`config.mk`:
```
export PLATFORM = sky130hd
export DESIGN_NAME = patternHistoryTable
export DESIGN_NICKNAME = d
export VERILOG_FILES = /design/src/hdl/bpPkg.sv /design/src/hdl/regFile.sv /design/src/hdl/historyUpdate.sv /design/src/hdl/patternHistoryTable.sv
export SDC_FILE = /design/constraint.sdc
export NUM_CORES = 1
export LEC_CHECK = 0
export ABC_AREA = 1
export BUFFER_PORTS_ARGS = -buffer_cell sky130_fd_sc_hd__buf_2
export CAP_MARGIN = 30
export CELL_PAD_IN_SITES_DETAIL_PLACEMENT = 1
export CELL_PAD_IN_SITES_GLOBAL_PLACEMENT = 1
export CORE_MARGIN = 2
export CORE_UTILIZATION = 25
export DETAILED_ROUTE_END_ITERATION = 6
export PLACE_DENSITY = 0.47
export SYNTH_ARGS = -nofsm -noshare
export SYNTH_HDL_FRONTEND = slang
export SYNTH_SLANG_ARGS = --single-unit
```
`constraint.sdc`:
```
create_clock -name clk -period 4.9 [get_ports clk]
set_input_delay 0.245 -clock clk [delete_from_list [all_inputs] [get_ports clk]]
set_output_delay 0.245 -clock clk [all_outputs]
set_load 0.05 [all_outputs]
```
`src/hdl/bpPkg.sv`:
```
package bpPkg;

    //////////////////////////////////////////////////
    // widths and table geometry
    //////////////////////////////////////////////////
    localparam int ADDR_WIDTH     = 32;                     // processor address width
    localparam int PAIR_IDX_WIDTH = 5;                      // pc[7:3], 32 pair sets
    localparam int TAG_WIDTH      = 24;                     // pc[31:8]
    localparam int HIST_IDX_WIDTH = 6;                      // pc[7:2], one per instruction
    localparam int WORD_WIDTH     = ADDR_WIDTH - 2;         // target word address
    localparam int PAIR_SETS      = 1 << PAIR_IDX_WIDTH;
    localparam int HIST_SETS      = 1 << HIST_IDX_WIDTH;
    localparam int NUM_SLOTS      = 2;                      // lower and upper

    localparam int SLOT_LOWER = 0;
    localparam int SLOT_UPPER = 1;

    // read port numbering of the tag files
    localparam int TAG_READS    = 3;
    localparam int TAG_RD_BUILD = 0;                        // decode stage
    localparam int TAG_RD_CHECK = 1;                        // execute stage
    localparam int TAG_RD_FETCH = 2;                        // fetch stage

    // read port numbering of the history file
    localparam int HIST_READS      = 3;
    localparam int HIST_RD_RESOLVE = 0;
    localparam int HIST_RD_EVEN    = 1;                     // lower instruction
    localparam int HIST_RD_ODD     = 2;                     // upper instruction

    typedef logic [ADDR_WIDTH-1:0]     pcT;
    typedef logic [PAIR_IDX_WIDTH-1:0] pairIdxT;
    typedef logic [TAG_WIDTH-1:0]      tagT;
    typedef logic [HIST_IDX_WIDTH-1:0] histIdxT;
    typedef logic [1:0]                ctrT;                // 2-bit saturating counter

    localparam ctrT CTR_MAX = 2'b11;
    localparam ctrT CTR_MIN = 2'b00;

    // first-resolve counter seeds, counter 3 down to 0
    localparam logic [7:0] CTR_INIT_BACK = 8'b10_10_10_01;
    localparam logic [7:0] CTR_INIT_FWD  = 8'b10_01_01_01;

    typedef enum logic [1:0] {
        NONE  = 2'b00,                                      // not a branch
        COND  = 2'b01,                                      // conditional
        JUMP  = 2'b10,                                      // unconditional
        OTHER = 2'b11                                       // never stored
    } branchTypeT;

    //////////////////////////////////////////////////
    // payloads
    //////////////////////////////////////////////////
    typedef struct packed {
        logic [WORD_WIDTH-1:0] target;                      // target[31:2]
        branchTypeT            brType;
    } slotEntryT;

    typedef struct packed {
        branchTypeT brType;
        pcT         target;
    } slotReqT;

    typedef struct packed {
        logic    en;                                        // one-cycle strobe
        pcT      pc;                                        // pair address
        slotReqT lower;
        slotReqT upper;
    } buildReqT;

    typedef struct packed {
        logic exist;
        logic insert;
        logic isPair;
    } buildStatusT;

    typedef struct packed {
        logic [1:0]      lastOutcomes;                      // older outcome in bit 1
        ctrT      [3:0]  ctr;                               // ctr[k] used when lastOutcomes == k
    } histEntryT;

    typedef struct packed {
        logic       en;
        pcT         pc;                                     // resolved instruction
        pcT         target;
        branchTypeT brType;
        logic       taken;
    } resolveT;

    typedef struct packed {
        logic      exist;
        slotEntryT entry;
        histEntryT hist;
    } slotPredT;

    typedef struct packed {
        slotPredT lower;
        slotPredT upper;
    } fetchPredT;

    // address field helpers
    function automatic pairIdxT pairIdx(pcT pc);
        return pc[PAIR_IDX_WIDTH+2:3];
    endfunction

    function automatic tagT pairTag(pcT pc);
        return pc[ADDR_WIDTH-1:PAIR_IDX_WIDTH+3];
    endfunction

    function automatic histIdxT histIdx(pcT pc);
        return pc[HIST_IDX_WIDTH+1:2];
    endfunction

    function automatic logic isUseful(branchTypeT t);
        return (t == COND) || (t == JUMP);                  // only these get stored
    endfunction

endpackage

```
`src/hdl/regFile.sv`:
```
`timescale 1ns/1ps

module regFile #(
    parameter type payloadT  = logic [31:0],                // stored word
    parameter int  NUM_READS = 1,                           // combinational read ports
    parameter int  IDX_WIDTH = 5                            // address width
) (
    input  logic                                 clk,
    input  logic                                 wrEn,
    input  logic [IDX_WIDTH-1:0]                 wrAddr,
    input  payloadT                              wrData,
    input  logic [NUM_READS-1:0][IDX_WIDTH-1:0]  rdAddr,
    output payloadT [NUM_READS-1:0]              rdData
);

    localparam int DEPTH = 1 << IDX_WIDTH;

    payloadT mem [DEPTH];                                   // contents unknown until written

    //////////////////////////////////////////////////
    // single write port
    //////////////////////////////////////////////////
    always_ff @(posedge clk) begin
        if (wrEn) begin
            mem[wrAddr] <= wrData;                          // visible next cycle
        end
    end

    //////////////////////////////////////////////////
    // read ports, no latency
    //////////////////////////////////////////////////
    for (genvar r = 0; r < NUM_READS; r++) begin : gRead
        assign rdData[r] = mem[rdAddr[r]];                  // async lookup
    end

    // a write strobe with an unknown address would smear the array
    wrAddrKnown: assert property (
        @(posedge clk) wrEn |-> !$isunknown(wrAddr)
    ) else $error("regFile write with unknown address");

endmodule

```
`src/hdl/historyUpdate.sv`:
```
`timescale 1ns/1ps

module historyUpdate (
    input  bpPkg::histEntryT old,                           // stored entry
    input  logic             taken,                         // resolved direction
    output bpPkg::histEntryT updated
);

    import bpPkg::*;

    logic [1:0] sel;                                        // pattern picks the counter
    ctrT        cur;
    ctrT        nxt;

    assign sel = old.lastOutcomes;
    assign cur = old.ctr[sel];

    //////////////////////////////////////////////////
    // saturating counter step
    //////////////////////////////////////////////////
    always_comb begin
        if (taken) begin
            if (cur == CTR_MAX) begin
                nxt = cur;                                  // stuck at strongly taken
            end else begin
                nxt = cur + 2'd1;
            end
        end else begin
            if (cur == CTR_MIN) begin
                nxt = cur;                                  // stuck at strongly not taken
            end else begin
                nxt = cur - 2'd1;
            end
        end
    end

    //////////////////////////////////////////////////
    // new entry
    //////////////////////////////////////////////////
    always_comb begin
        updated          = old;                             // other counters untouched
        updated.ctr[sel] = nxt;
        // shift, older bit drops out
        updated.lastOutcomes = {old.lastOutcomes[0], taken};
    end

endmodule

```
`src/hdl/patternHistoryTable.sv`:
```
`timescale 1ns/1ps

module patternHistoryTable (
    input  logic                                    clk,
    input  logic                                    rstn,
    input  bpPkg::resolveT                          resolve,
    input  bpPkg::pcT                               fetchPc,
    output bpPkg::histEntryT [bpPkg::NUM_SLOTS-1:0] fetchHist   // [0] even, [1] odd
);

    import bpPkg::*;

    histIdxT                  rIdx;                         // resolved instruction
    histIdxT [HIST_READS-1:0] histRdAddr;
    histEntryT [HIST_READS-1:0] histRd;
    histEntryT                initEntry;
    histEntryT                updatedEntry;
    histEntryT                wrEntry;
    logic [HIST_SETS-1:0]     valid;                        // entry seen at least once
    logic                     back;

    assign rIdx = histIdx(resolve.pc);

    assign histRdAddr[HIST_RD_RESOLVE] = rIdx;
    assign histRdAddr[HIST_RD_EVEN]    = {pairIdx(fetchPc), 1'b0};
    assign histRdAddr[HIST_RD_ODD]     = {pairIdx(fetchPc), 1'b1};

    //////////////////////////////////////////////////
    // first-time entry
    //////////////////////////////////////////////////
    assign back = resolve.target[ADDR_WIDTH-1:2] < resolve.pc[ADDR_WIDTH-1:2];

    always_comb begin
        initEntry = '0;
        case (resolve.brType)
            COND: begin
                initEntry.lastOutcomes = {back, resolve.taken};
                initEntry.ctr          = back ? CTR_INIT_BACK : CTR_INIT_FWD;  // loops lean taken
            end
            JUMP, OTHER: begin
                initEntry = '1;                             // always taken
            end
            NONE: begin
                initEntry = '0;
            end
        endcase
    end

    historyUpdate uHistoryUpdate (
        .old     (histRd[HIST_RD_RESOLVE]),
        .taken   (resolve.taken),
        .updated (updatedEntry)
    );

    assign wrEntry = valid[rIdx] ? updatedEntry : initEntry;

    //////////////////////////////////////////////////
    // storage
    //////////////////////////////////////////////////
    regFile #(
        .payloadT  (histEntryT),
        .NUM_READS (HIST_READS),
        .IDX_WIDTH (HIST_IDX_WIDTH)
    ) uHistFile (
        .clk    (clk),
        .wrEn   (resolve.en),
        .wrAddr (rIdx),
        .wrData (wrEntry),
        .rdAddr (histRdAddr),
        .rdData (histRd)
    );

    always_ff @(posedge clk or negedge rstn) begin
        if (!rstn) begin
            valid <= '0;
        end else if (resolve.en) begin
            valid[rIdx] <= 1'b1;                            // set on first resolve
        end
    end

    assign fetchHist[SLOT_LOWER] = histRd[HIST_RD_EVEN];
    assign fetchHist[SLOT_UPPER] = histRd[HIST_RD_ODD];

    // first resolve of OTHER stores saturated counters, seen on a revisit
    otherInitSaturated: assert property (
        @(posedge clk) disable iff (!rstn)
        (resolve.en && resolve.brType == OTHER && !valid[rIdx])
            |=> (rIdx != $past(rIdx)) || (&histRd[HIST_RD_RESOLVE].ctr)
    ) else $error("OTHER init left a counter below 11");

endmodule

```
==> results.md <==
- Post-Syn Area per Cell: 8.59 um^2
- Seq/Total Area, Yosys: ~57%
- Final WL: 167,000 um
- Synth Register Bits: ~700
- Final min period: around 3.6 ns
- Synth cell types: 37
- Run status: completed
- DR iter-0 viols: between 2,000 and 2,500
- RR Startpoint: uHistFile.mem[28][8]$_DFFE_PP_
- Critical Path RT: about 4.7 ns
- Reg2Reg Setup Slack: between 1.5 and 2 ns
- Final GP Congestion: 0.845
- Max FO, Critical Path: 81
- Sink Count: roughly 700
- FF-to-FF End: uHistFile.mem[24][6]$_DFFE_PP_
- Most frequent cells in the layout: 1,517 x nand2_1, 640 x edfxtp_1, 470 x o21ai_0, 401 x nor2_1, 258 x inv_1
- Total GRT Usage: approximately 22%
- Average wire per standard cell: approximately 26 um
- CP endpoint kind: output port
- Tightest Pin Transition: approximately 0.92 ns
- Crit path to: fetchHist[19]
- Mapped Area: 0.0364 mm^2
- PD cells: roughly 360 mW/mm^2
- Crit Path Class: in -> out
- Hold/Removal Path Class: in -> async
- Postcts setup bufs: 0
- Worst-Skew Late Latency: ~0.70 ns
- First-pass GRT wire length: 237,000 um
- CTS Root Cell: clkbuf_16
- Post-synth top area cell: edfxtp_1
- Max-Cap Viols: 0
- Via count: approximately 31,000
- # IOs: 122
- Routed Antenna Nets: 0
- Final HPWL DP: 109,000 um
- Starting Density: around 25%
- Sequential cell area: between 0.02 and 0.025 mm^2
- Post-synth top area share: 52.7%
- H-tree levels: 3
- Vias in the first global route: roughly 32,000
- Max-slew violation count: 0
- IR drop worst, VDD: about 230 uV
- Final Hold Fails: 0
- Cells after Synth: ~4,200
- Drt pass-1 iters: 7
- Mapped Nets: between 4,000 and 5,000
- FF-to-FF path depth: 16
- Num rows: 140
- Initial antenna violation count: 2
- Area delta synth->final: 16.8%
- Leakage: 0.0174 uW
- Fmax: 279 MHz
- Setup-failing EPs final: 0
- Die height: 386 um
- DIE WIDTH: 386 um
- Critical path launch point: fetchPc[3]
- Die area: 0.149 mm^2
- Global route overflow: 0
- CTS tree: yes
- RSZ-0062 raised after global routing: false
- Inst Count DP: ~6,200
- # DRC: 0
- Crit path DAT: about 3.3 ns
- Final setup TNS: 0 ns
- Pin count of the biggest net entering global routing: about 110
- Core box area: 0.145 mm^2
- Commonest non-fill, non-tap cell in the layout: nand2_1
- PortBufs: 90
- Final worst-path cycle share: 73.1%
- CTS buffer count: 89
- Fin nets: around 4,500
- Relative slew slack: about two fifths
- Clock Tree Buf Depth: 3
- Multi-input logic area: around 0.013 mm^2
- DR vias/cell: between 4 and 5
- Startpoint class of the critical path: primary input
- Non-Filler Instances: 6,317
- Synth Warn #: 0
- Clock slew seen by the registers of the worst setup and hold paths: ~0.060 ns
- Share of layout cells above drive strength 1: between 10% and 20%
- Clock skew: approximately 0.025 ns
- Synth top area cells: edfxtp_1 53%, nand2_1 16%, o21ai_0 6.5%
- FILL cells: 16,880
==> through the flow <==
step / hold slack (ns) / power, uW / utilization, % / instance area (um^2) / worst slack (ns)
after floorplan: -0.0506 / 8220 / - / 36400 / 1.07
after global placement: 0.425 / 9290 / 27.5 / 39900 / 0.783
after detailed placement: 0.417 / 9310 / 27.5 / 39900 / 0.797
after CTS: 0.214 / 15600 / 29.3 / 42500 / 1.29
after global routing: 0.278 / 15900 / 29.3 / 42500 / 1.08
final: 0.214 / 15400 / 29.3 / 42600 / 1.32
==> power breakdown <==
part	switching (uW)	leakage [uW]	internal (uW)	total, uW
clock	2730	0.00129	3480	6210
combinational	1680	0.00971	520	2200
sequential	34.9	0.00643	6920	6960
==> flip-flops by register name (all words and copies together) (netlist names) <==
register       cells
uHistFile.mem    640
valid             64
==> layer usage <==
layer / track usage (%) / up-vias / share of wire, %
met3: 2.61 / 174 / 3.5
met2: 36.8 / 532 / 47
met4: 5.80 / 0 / 2.6
met1: 31.0 / 15846 / 47
li1: - / 14454 / -
met5: 0 / - / 0
==> logic make-up after synthesis <==
kind of cell	Yosys count	synth area share (%)
buf+inv	545	6.14
simple gates	2149	23.1
compound gates	814	12.6
fa+ha+maj	29	0.996
flops	704	57.1
==> Yosys cell counts, drive strengths merged <==
cell        n
nand2    1528
o211ai     39
buf       119
o22ai      38
nor4        1
o21ai     474
nor3        9
nand3     169
a31oi      26
o31ai       1
a21oi     144
inv       266
o2111ai     7
nand3b      1
a32oi      15
a211oi      1
clkinv      2
nand4       4
nor2      409
or2        28
edfxtp    640
a22oi       7
clkbuf    158
o221ai     62
ha         29
dfrtp      64
==> area by class of cell <==
cell class              count  share of cell area (%)
clock buffers             112                    5.54
well taps                1917                    5.64
clock inverters            43                   0.623
multi-input cells        2992                    31.6
inverters                 268                    2.42
diodes                      2                  0.0118
repair buffers            279                    5.24
flip-flops and latches    704                    48.9
==> repair_timing <==
action	CTS	global route
hold endpoints to repair	64	0
setup endpoints to repair	0	0
gates resized for setup	0	0
hold buffers	1	0
==> worst min path at each step <==
stage | start | slack, ns | cells past startpoint | to
after detailed placement | rstn | 0.42 | 1 | valid[50]$_DFFE_PN0P_
after CTS | rstn | 0.21 | 2 | valid[37]$_DFFE_PN0P_
final | rstn | 0.21 | 2 | valid[51]$_DFFE_PN0P_
after global routing | rstn | 0.28 | 2 | valid[51]$_DFFE_PN0P_
after global placement | rstn | 0.42 | 1 | valid[50]$_DFFE_PN0P_
after floorplan | rstn | -0.05 | 0 | valid[0]$_DFFE_PN0P_
==> critical path, stage by stage <==
cell and delay [ns]:
buf_8 0.21, inv_8 0.37, buf_12 0.35, o21ai_0 0.16
a21oi_1 0.16, a21oi_1 0.09, o21ai_0 0.42, nand2_1 0.11
a31oi_1 0.62, a31oi_1 0.15, buf_2 0.26
No activity file was read; power rests on OpenSTA's default activity.
