`src/hdl/bpPkg.sv`:
```
package bpPkg;

    //////////////////////////////////////////////////
    // widths and table geometry
    //////////////////////////////////////////////////
    localparam int ADDR_WIDTH     = 32;                     // processor address width
    localparam int PAIR_IDX_WIDTH = 5;                      // pc[7:3], 32 pair sets
    localparam int TAG_WIDTH      = 24;                     // pc[31:8]
    localparam int HIST_IDX_WIDTH = 6;                      // pc[7:2], one per instruction
    localparam int WORD_WIDTH     = ADDR_WIDTH - 2;         // target word address
    localparam int PAIR_SETS      = 1 << PAIR_IDX_WIDTH;
    localparam int HIST_SETS      = 1 << HIST_IDX_WIDTH;
    localparam int NUM_SLOTS      = 2;                      // lower and upper

    localparam int SLOT_LOWER = 0;
    localparam int SLOT_UPPER = 1;

    // read port numbering of the tag files
    localparam int TAG_READS    = 3;
    localparam int TAG_RD_BUILD = 0;                        // decode stage
    localparam int TAG_RD_CHECK = 1;                        // execute stage
    localparam int TAG_RD_FETCH = 2;                        // fetch stage

    // read port numbering of the history file
    localparam int HIST_READS      = 3;
    localparam int HIST_RD_RESOLVE = 0;
    localparam int HIST_RD_EVEN    = 1;                     // lower instruction
    localparam int HIST_RD_ODD     = 2;                     // upper instruction

    typedef logic [ADDR_WIDTH-1:0]     pcT;
    typedef logic [PAIR_IDX_WIDTH-1:0] pairIdxT;
    typedef logic [TAG_WIDTH-1:0]      tagT;
    typedef logic [HIST_IDX_WIDTH-1:0] histIdxT;
    typedef logic [1:0]                ctrT;                // 2-bit saturating counter

    localparam ctrT CTR_MAX = 2'b11;
    localparam ctrT CTR_MIN = 2'b00;

    // first-resolve counter seeds, counter 3 down to 0
    localparam logic [7:0] CTR_INIT_BACK = 8'b10_10_10_01;
    localparam logic [7:0] CTR_INIT_FWD  = 8'b10_01_01_01;

    typedef enum logic [1:0] {
        NONE  = 2'b00,                                      // not a branch
        COND  = 2'b01,                                      // conditional
        JUMP  = 2'b10,                                      // unconditional
        OTHER = 2'b11                                       // never stored
    } branchTypeT;

    //////////////////////////////////////////////////
    // payloads
    //////////////////////////////////////////////////
    typedef struct packed {
        logic [WORD_WIDTH-1:0] target;                      // target[31:2]
        branchTypeT            brType;
    } slotEntryT;

    typedef struct packed {
        branchTypeT brType;
        pcT         target;
    } slotReqT;

    typedef struct packed {
        logic    en;                                        // one-cycle strobe
        pcT      pc;                                        // pair address
        slotReqT lower;
        slotReqT upper;
    } buildReqT;

    typedef struct packed {
        logic exist;
        logic insert;
        logic isPair;
    } buildStatusT;

    typedef struct packed {
        logic [1:0]      lastOutcomes;                      // older outcome in bit 1
        ctrT      [3:0]  ctr;                               // ctr[k] used when lastOutcomes == k
    } histEntryT;

    typedef struct packed {
        logic       en;
        pcT         pc;                                     // resolved instruction
        pcT         target;
        branchTypeT brType;
        logic       taken;
    } resolveT;

    typedef struct packed {
        logic      exist;
        slotEntryT entry;
        histEntryT hist;
    } slotPredT;

    typedef struct packed {
        slotPredT lower;
        slotPredT upper;
    } fetchPredT;

    // address field helpers
    function automatic pairIdxT pairIdx(pcT pc);
        return pc[PAIR_IDX_WIDTH+2:3];
    endfunction

    function automatic tagT pairTag(pcT pc);
        return pc[ADDR_WIDTH-1:PAIR_IDX_WIDTH+3];
    endfunction

    function automatic histIdxT histIdx(pcT pc);
        return pc[HIST_IDX_WIDTH+1:2];
    endfunction

    function automatic logic isUseful(branchTypeT t);
        return (t == COND) || (t == JUMP);                  // only these get stored
    endfunction

endpackage

```
`src/hdl/regFile.sv`:
```
`timescale 1ns/1ps

module regFile #(
    parameter type payloadT  = logic [31:0],                // stored word
    parameter int  NUM_READS = 1,                           // combinational read ports
    parameter int  IDX_WIDTH = 5                            // address width
) (
    input  logic                                 clk,
    input  logic                                 wrEn,
    input  logic [IDX_WIDTH-1:0]                 wrAddr,
    input  payloadT                              wrData,
    input  logic [NUM_READS-1:0][IDX_WIDTH-1:0]  rdAddr,
    output payloadT [NUM_READS-1:0]              rdData
);

    localparam int DEPTH = 1 << IDX_WIDTH;

    payloadT mem [DEPTH];                                   // contents unknown until written

    //////////////////////////////////////////////////
    // single write port
    //////////////////////////////////////////////////
    always_ff @(posedge clk) begin
        if (wrEn) begin
            mem[wrAddr] <= wrData;                          // visible next cycle
        end
    end

    //////////////////////////////////////////////////
    // read ports, no latency
    //////////////////////////////////////////////////
    for (genvar r = 0; r < NUM_READS; r++) begin : gRead
        assign rdData[r] = mem[rdAddr[r]];                  // async lookup
    end

    // a write strobe with an unknown address would smear the array
    wrAddrKnown: assert property (
        @(posedge clk) wrEn |-> !$isunknown(wrAddr)
    ) else $error("regFile write with unknown address");

endmodule

```
`src/hdl/pairTargetBuffer.sv`:
```
`timescale 1ns/1ps

module pairTargetBuffer (
    input  logic                                       clk,
    input  logic                                       rstn,
    input  bpPkg::buildReqT                            build,        // decode stage
    input  bpPkg::pcT                                  exPc,         // execute stage
    input  bpPkg::pcT                                  fetchPc,      // fetch stage
    output bpPkg::buildStatusT                         buildStatus,
    output logic                                       exExist,
    output logic [bpPkg::NUM_SLOTS-1:0]                fetchExist,
    output bpPkg::slotEntryT [bpPkg::NUM_SLOTS-1:0]    fetchEntry
);

    import bpPkg::*;

    //////////////////////////////////////////////////
    // address fields of the three lookups
    //////////////////////////////////////////////////
    pairIdxT bIdx;                                          // build index
    pairIdxT eIdx;                                          // check index
    pairIdxT fIdx;                                          // fetch index
    tagT     bTag;
    tagT     eTag;
    tagT     fTag;

    assign bIdx = pairIdx(build.pc);
    assign eIdx = pairIdx(exPc);
    assign fIdx = pairIdx(fetchPc);
    assign bTag = pairTag(build.pc);
    assign eTag = pairTag(exPc);
    assign fTag = pairTag(fetchPc);                         // from the fetch pc itself

    pairIdxT [TAG_READS-1:0] tagRdAddr;

    assign tagRdAddr[TAG_RD_BUILD] = bIdx;
    assign tagRdAddr[TAG_RD_CHECK] = eIdx;
    assign tagRdAddr[TAG_RD_FETCH] = fIdx;

    //////////////////////////////////////////////////
    // per-slot storage
    //////////////////////////////////////////////////
    slotReqT   [NUM_SLOTS-1:0]                 slotReq;
    slotEntryT [NUM_SLOTS-1:0]                 slotWrData;
    tagT       [NUM_SLOTS-1:0][TAG_READS-1:0]  tagRd;
    logic      [NUM_SLOTS-1:0]                 useful;       // request type worth storing
    logic      [NUM_SLOTS-1:0]                 slotWrEn;
    logic      [NUM_SLOTS-1:0]                 buildHit;     // stored tag == build tag
    logic      [NUM_SLOTS-1:0]                 vldUseful;    // valid and useful request
    logic      [NUM_SLOTS-1:0][PAIR_SETS-1:0]  valid;

    assign slotReq[SLOT_LOWER] = build.lower;
    assign slotReq[SLOT_UPPER] = build.upper;

    for (genvar s = 0; s < NUM_SLOTS; s++) begin : gSlot
        assign useful[s]   = isUseful(slotReq[s].brType);
        assign slotWrEn[s] = build.en & useful[s];          // only useful types land

        assign slotWrData[s].target = slotReq[s].target[ADDR_WIDTH-1:2];
        assign slotWrData[s].brType = slotReq[s].brType;

        regFile #(
            .payloadT  (tagT),
            .NUM_READS (TAG_READS),
            .IDX_WIDTH (PAIR_IDX_WIDTH)
        ) uTagFile (
            .clk    (clk),
            .wrEn   (slotWrEn[s]),
            .wrAddr (bIdx),
            .wrData (bTag),
            .rdAddr (tagRdAddr),
            .rdData (tagRd[s])
        );

        regFile #(
            .payloadT  (slotEntryT),
            .NUM_READS (1),
            .IDX_WIDTH (PAIR_IDX_WIDTH)
        ) uEntryFile (
            .clk    (clk),
            .wrEn   (slotWrEn[s]),
            .wrAddr (bIdx),
            .wrData (slotWrData[s]),
            .rdAddr (fIdx),                                 // fetch only
            .rdData (fetchEntry[s])
        );

        assign buildHit[s]   = tagRd[s][TAG_RD_BUILD] == bTag;
        assign vldUseful[s]  = valid[s][bIdx] & useful[s];
        assign fetchExist[s] = valid[s][fIdx] & (tagRd[s][TAG_RD_FETCH] == fTag);
    end

    //////////////////////////////////////////////////
    // build status
    //////////////////////////////////////////////////
    logic isPair;

    // both halves live and tagged alike
    assign isPair = valid[SLOT_LOWER][bIdx] & valid[SLOT_UPPER][bIdx]
                  & (tagRd[SLOT_LOWER][TAG_RD_BUILD] == tagRd[SLOT_UPPER][TAG_RD_BUILD]);

    assign buildStatus.exist  = |(vldUseful & buildHit);
    assign buildStatus.insert = ~|vldUseful;                // nothing to evict
    assign buildStatus.isPair = isPair;

    // valid bits, a pair gets replaced, otherwise merged
    always_ff @(posedge clk or negedge rstn) begin
        if (!rstn) begin
            valid <= '0;
        end else if (build.en) begin
            for (int s = 0; s < NUM_SLOTS; s++) begin
                if (isPair) begin
                    valid[s][bIdx] <= useful[s];            // new pair owns the set
                end else begin
                    valid[s][bIdx] <= valid[s][bIdx] | useful[s];
                end
            end
        end
    end

    //////////////////////////////////////////////////
    // execute-stage check
    //////////////////////////////////////////////////
    logic exSlot;

    assign exSlot  = exPc[2];                               // 0 lower, 1 upper
    assign exExist = valid[exSlot][eIdx] & (tagRd[exSlot][TAG_RD_CHECK] == eTag);

    // a useful lower build must leave its slot valid
    lowerBuildValid: assert property (
        @(posedge clk) disable iff (!rstn)
        (build.en && isUseful(build.lower.brType)) |=> valid[SLOT_LOWER][$past(bIdx)]
    ) else $error("lower valid bit not set after build");

endmodule

```
`config.mk`:
```
export PLATFORM = sky130hd
export DESIGN_NAME = pairTargetBuffer
export DESIGN_NICKNAME = d
export VERILOG_FILES = /design/src/hdl/bpPkg.sv /design/src/hdl/regFile.sv /design/src/hdl/pairTargetBuffer.sv
export SDC_FILE = /design/constraint.sdc
export NUM_CORES = 2
export LEC_CHECK = 0
export BUFFER_PORTS_ARGS = -buffer_cell sky130_fd_sc_hd__buf_2
export CAP_MARGIN = 0
export CORE_ASPECT_RATIO = 0.8
export CORE_MARGIN = 5
export CORE_UTILIZATION = 55
export CTS_BUF_LIST = sky130_fd_sc_hd__clkbuf_8
export CTS_CLUSTER_SIZE = 20
export DETAILED_ROUTE_END_ITERATION = 10
export GPL_TIMING_DRIVEN = 1
export MAX_ROUTING_LAYER = met4
export PLACE_DENSITY = 0.74
export SYNTH_ARGS = -nofsm -noshare
export SYNTH_HDL_FRONTEND = slang
export SYNTH_SLANG_ARGS = --single-unit
```
`constraint.sdc`:
```
create_clock -name clk -period 6 [get_ports clk]
set_input_delay 1.2 -clock clk [delete_from_list [all_inputs] [get_ports clk]]
set_output_delay 1.2 -clock clk [all_outputs]
set_load 0.05 [all_outputs]
```
==> results_dict.tcl <==
set metrics [dict create \
    run_status "finished with violations" \
    failing_checks "negative setup slack" \
    fillerInstances 19600 \
    final_nets 8530 \
    final.setup_skew_ps 109 \
    worstSkewPairLatency_ps 1100 \
    cts_tree "done" \
    maxCapViolations 0 \
    grt_max_degree 143 \
    fp.dieArea_um2 310000 \
    net_count_after_synthesis 7604 \
    multi_input_area_um2 53400 \
    cp_slowest_stage_delay_ps 540 \
    yosys_register_bits 3648 \
    detailedRoute.firstIterationViolations 16800 \
    max_clock_freq_mhz 159 \
    critPathMaxFanout 8 \
    rsz0062_at_grt "true" \
    synth_cell_types 63 \
    start_util 0.553 \
    timing.critical_path.from_type "input port" \
    synthToLayoutAreaGrowth_pct 14.1 \
    place_inst 11700 \
    leakage_nw 59.9 \
    path_clk_slew_ps 60 \
    ys.flop_type "edfxtp_1" \
    clk_root_buffer_cell "clkbuf_8" \
    post_synth_design_cell_area_um2 164000 \
    worst_ep_required_time_ps 4800 \
    timing.critical_path.from "exPc[3]" \
    floorplan.io_pins 237 \
    clock-sinks 3648 \
    drc 0 \
    post_synth.cell_area_avg_um2 22.1 \
    first_pass_iters 8 \
    core_um2 297000 \
    grtUsageTotal 0.347 \
    route.detailed.vias_per_inst 7.39 \
    report.final.slew_viol_count 0 \
    drive_gt1_frac 0.426 \
    crit_arrival_ps 5110 \
    port_buffers 224 \
    cts_made_buffers 576 \
    power_density_nw_per_um2 288 \
    synth-edff-count 3584 \
    crit_path_end_kind "output pin" \
    regToRegStartpoint "gSlot[1].uTagFile.mem[26][12]$_DFFE_PP_" \
    post_drt_wl_per_cell_um 40.9 \
    ctsLongestPathBuffers 4 \
    drt.antenna.violating_nets 0 \
    stdcell_count 12800 \
    finalCriticalPeriod_ps 6310 \
    criticalPathCategory "in2out" \
    place.detailed.hpwl_um 310000 \
    preCtsSetupSlack_ps -754 \
    ff_latch_area_um2 109000 \
    yosysSeqAreaShare 0.665 \
    htree_levels 6 \
    crit_path_cell_trace "buf_16 > buf_16 > buf_8 > buf_12 > mux4_2 > mux4_2 > xor2_4 > o31a_1 > a211oi_2 > and4b_1 > nand4_1 > buf_6 > nor4_4 > buf_4 > buf_12" \
    finalWirelength_um 523000 \
    worst_hold_slack_ps 342 \
    grt_pass1_vias 93900 \
    final-hold-violation-count 0 \
    routed-via-count 94600 \
    num_rows 179 \
    synth_top_cells_by_area "edfxtp_1 (66%), mux4_2 (27%), a22oi_1 (1.1%), dfrtp_1 (0.98%), mux2i_1 (0.70%)" \
    synth_top_area_frac 0.655 \
    max_slew.worst_pin.slew_ps 1270 \
    synth-warning-count 0 \
    finalSetupViolations 2 \
    holdCritPathClass "in2async" \
    synth.cells.most_frequent "edfxtp_1 (3584), mux4_2 (1942), clkbuf_1 (276), a22oi_1 (231), nand2_1 (203)" \
    grt_remaining_overflow 0 \
    crit_path_top_delay_cell "mux4_2" \
    power.ir.vdd_worst_v 0.000235 \
    synthDominantAreaCellType "edfxtp_1" \
    final_core_utilization 0.630 \
    place.gp.congestion 0.974 \
    instance_count_of_the_mapped_netlist 7437 \
    timing.max_slew.rel_slack 0.148 \
    final_min_period_over_clock_period 1.05 \
    die_height_um 499 \
    initial_antenna_violation_count 45 \
    ys_async_rst_share 0.0175 \
    grt_pass1_wl_um 728000 \
    most_used_standard_cell_by_instance_count_after_synthesis "edfxtp_1" \
    die_w_um 621 \
    worst_slack_ps -306 \
]
## placed cells by master, fill, tap and decap left out, types with 37 or more instances in the layout
master and n:
edfxtp_1 3584, mux4_2 1942, clkbuf_8 587, buf_4 483, a22oi_1 230, buf_2 207, nand2_1 202, inv_1 178
buf_12 172, clkinv_1 136, mux2i_1 115, mux2_2 87, xnor2_1 82, nand4_1 71, nor2_4 65, dfrtp_1 64
xor2_1 63, o21ai_1 47, clkinv_2 38, o21ai_0 37
## repair_timing
action,4_1_cts,5_1_grt
endpoints found under the hold margin,0,0
pin swaps,15,11
hold buffers,0,0
gates cloned,12,1
setup buffers,11,15
setup endpoints to repair,3,4
resized for setup,53,22
## worst max-delay path: cells and delay by family
kind,cells,cell delay (ps)
buffers and inverters,7,1180
XOR/XNOR,1,190
AND/OR/NAND/NOR,3,830
AO/OA/AOI/OAI,2,630
multiplexers,2,1030
## stage by stage
| stage | power (mW) | setup TNS [ps] | instance area (µm²) |
|---|---|---|---|
| floorplan | 32.1 | 0 | 164000 |
| finish | 54.0 | -337 | 187000 |
| global route | 55.5 | -341 | 187000 |
| CTS | 53.9 | -232 | 187000 |
| detailed placement | 34.4 | -1630 | 176000 |
| global placement | 34.3 | -1780 | 176000 |
## worst paths after layout
check	slack [ps]	end	cells past startpoint
worst min register to register	540	valid[23]$_DFFE_PN0P_	2
max in group asynchronous	5050	valid[14]$_DFFE_PN0P_	2
min in group clk	540	valid[23]$_DFFE_PN0P_	2
worst max-delay path	-310	exExist	15
worst max register to register	1940	valid[13]$_DFFE_PN0P_	14
worst min-delay path	340	valid[19]$_DFFE_PN0P_	2
## per-layer routing
metal | vias to the layer above | track usage | part of all wire
met5 | - | - | 0
li1 | 35000 | - | -
met3 | 1532 | 0.119 | 0.16
met2 | 8838 | 0.474 | 0.44
met1 | 49300 | 0.478 | 0.34
met4 | 0 | 0.157 | 0.056
## area by class of cell
| type | count | share of cell area |
|---|---|---|
| sequential | 3648 | 0.583 |
| multi-input combinational | 3224 | 0.285 |
| timing repair buffer | 908 | 0.0491 |
| clock buffer | 587 | 0.0431 |
| tap | 3982 | 0.0266 |
| clock inverter | 410 | 0.0125 |
| antenna | 36 | 0.000481 |
| inverter | 5 | 0.000147 |
## sequential cells by signal, indices dropped and copies added, names as in the netlist
name                  count
valid                    64
gSlot.uTagFile.mem     1536
gSlot.uEntryFile.mem   2048
## cell families after synthesis
| family | synth area share |
|---|---|
| flops | 0.665 |
| simple gates | 0.0135 |
| buf+inv | 0.0146 |
| xor+xnor | 0.00811 |
| mux | 0.279 |
| compound gates | 0.0192 |
## report_power, final
group          switching [mW]  internal, mW  total [mW]  leakage (nW)
Sequential              0.191          28.3        28.5          33.1
Combinational            3.25          2.37        5.62          20.9
Clock                    9.98          9.89        19.9          5.95
Total                    13.4          40.6        54.0          59.9
(Power assumes the default switching activity.)
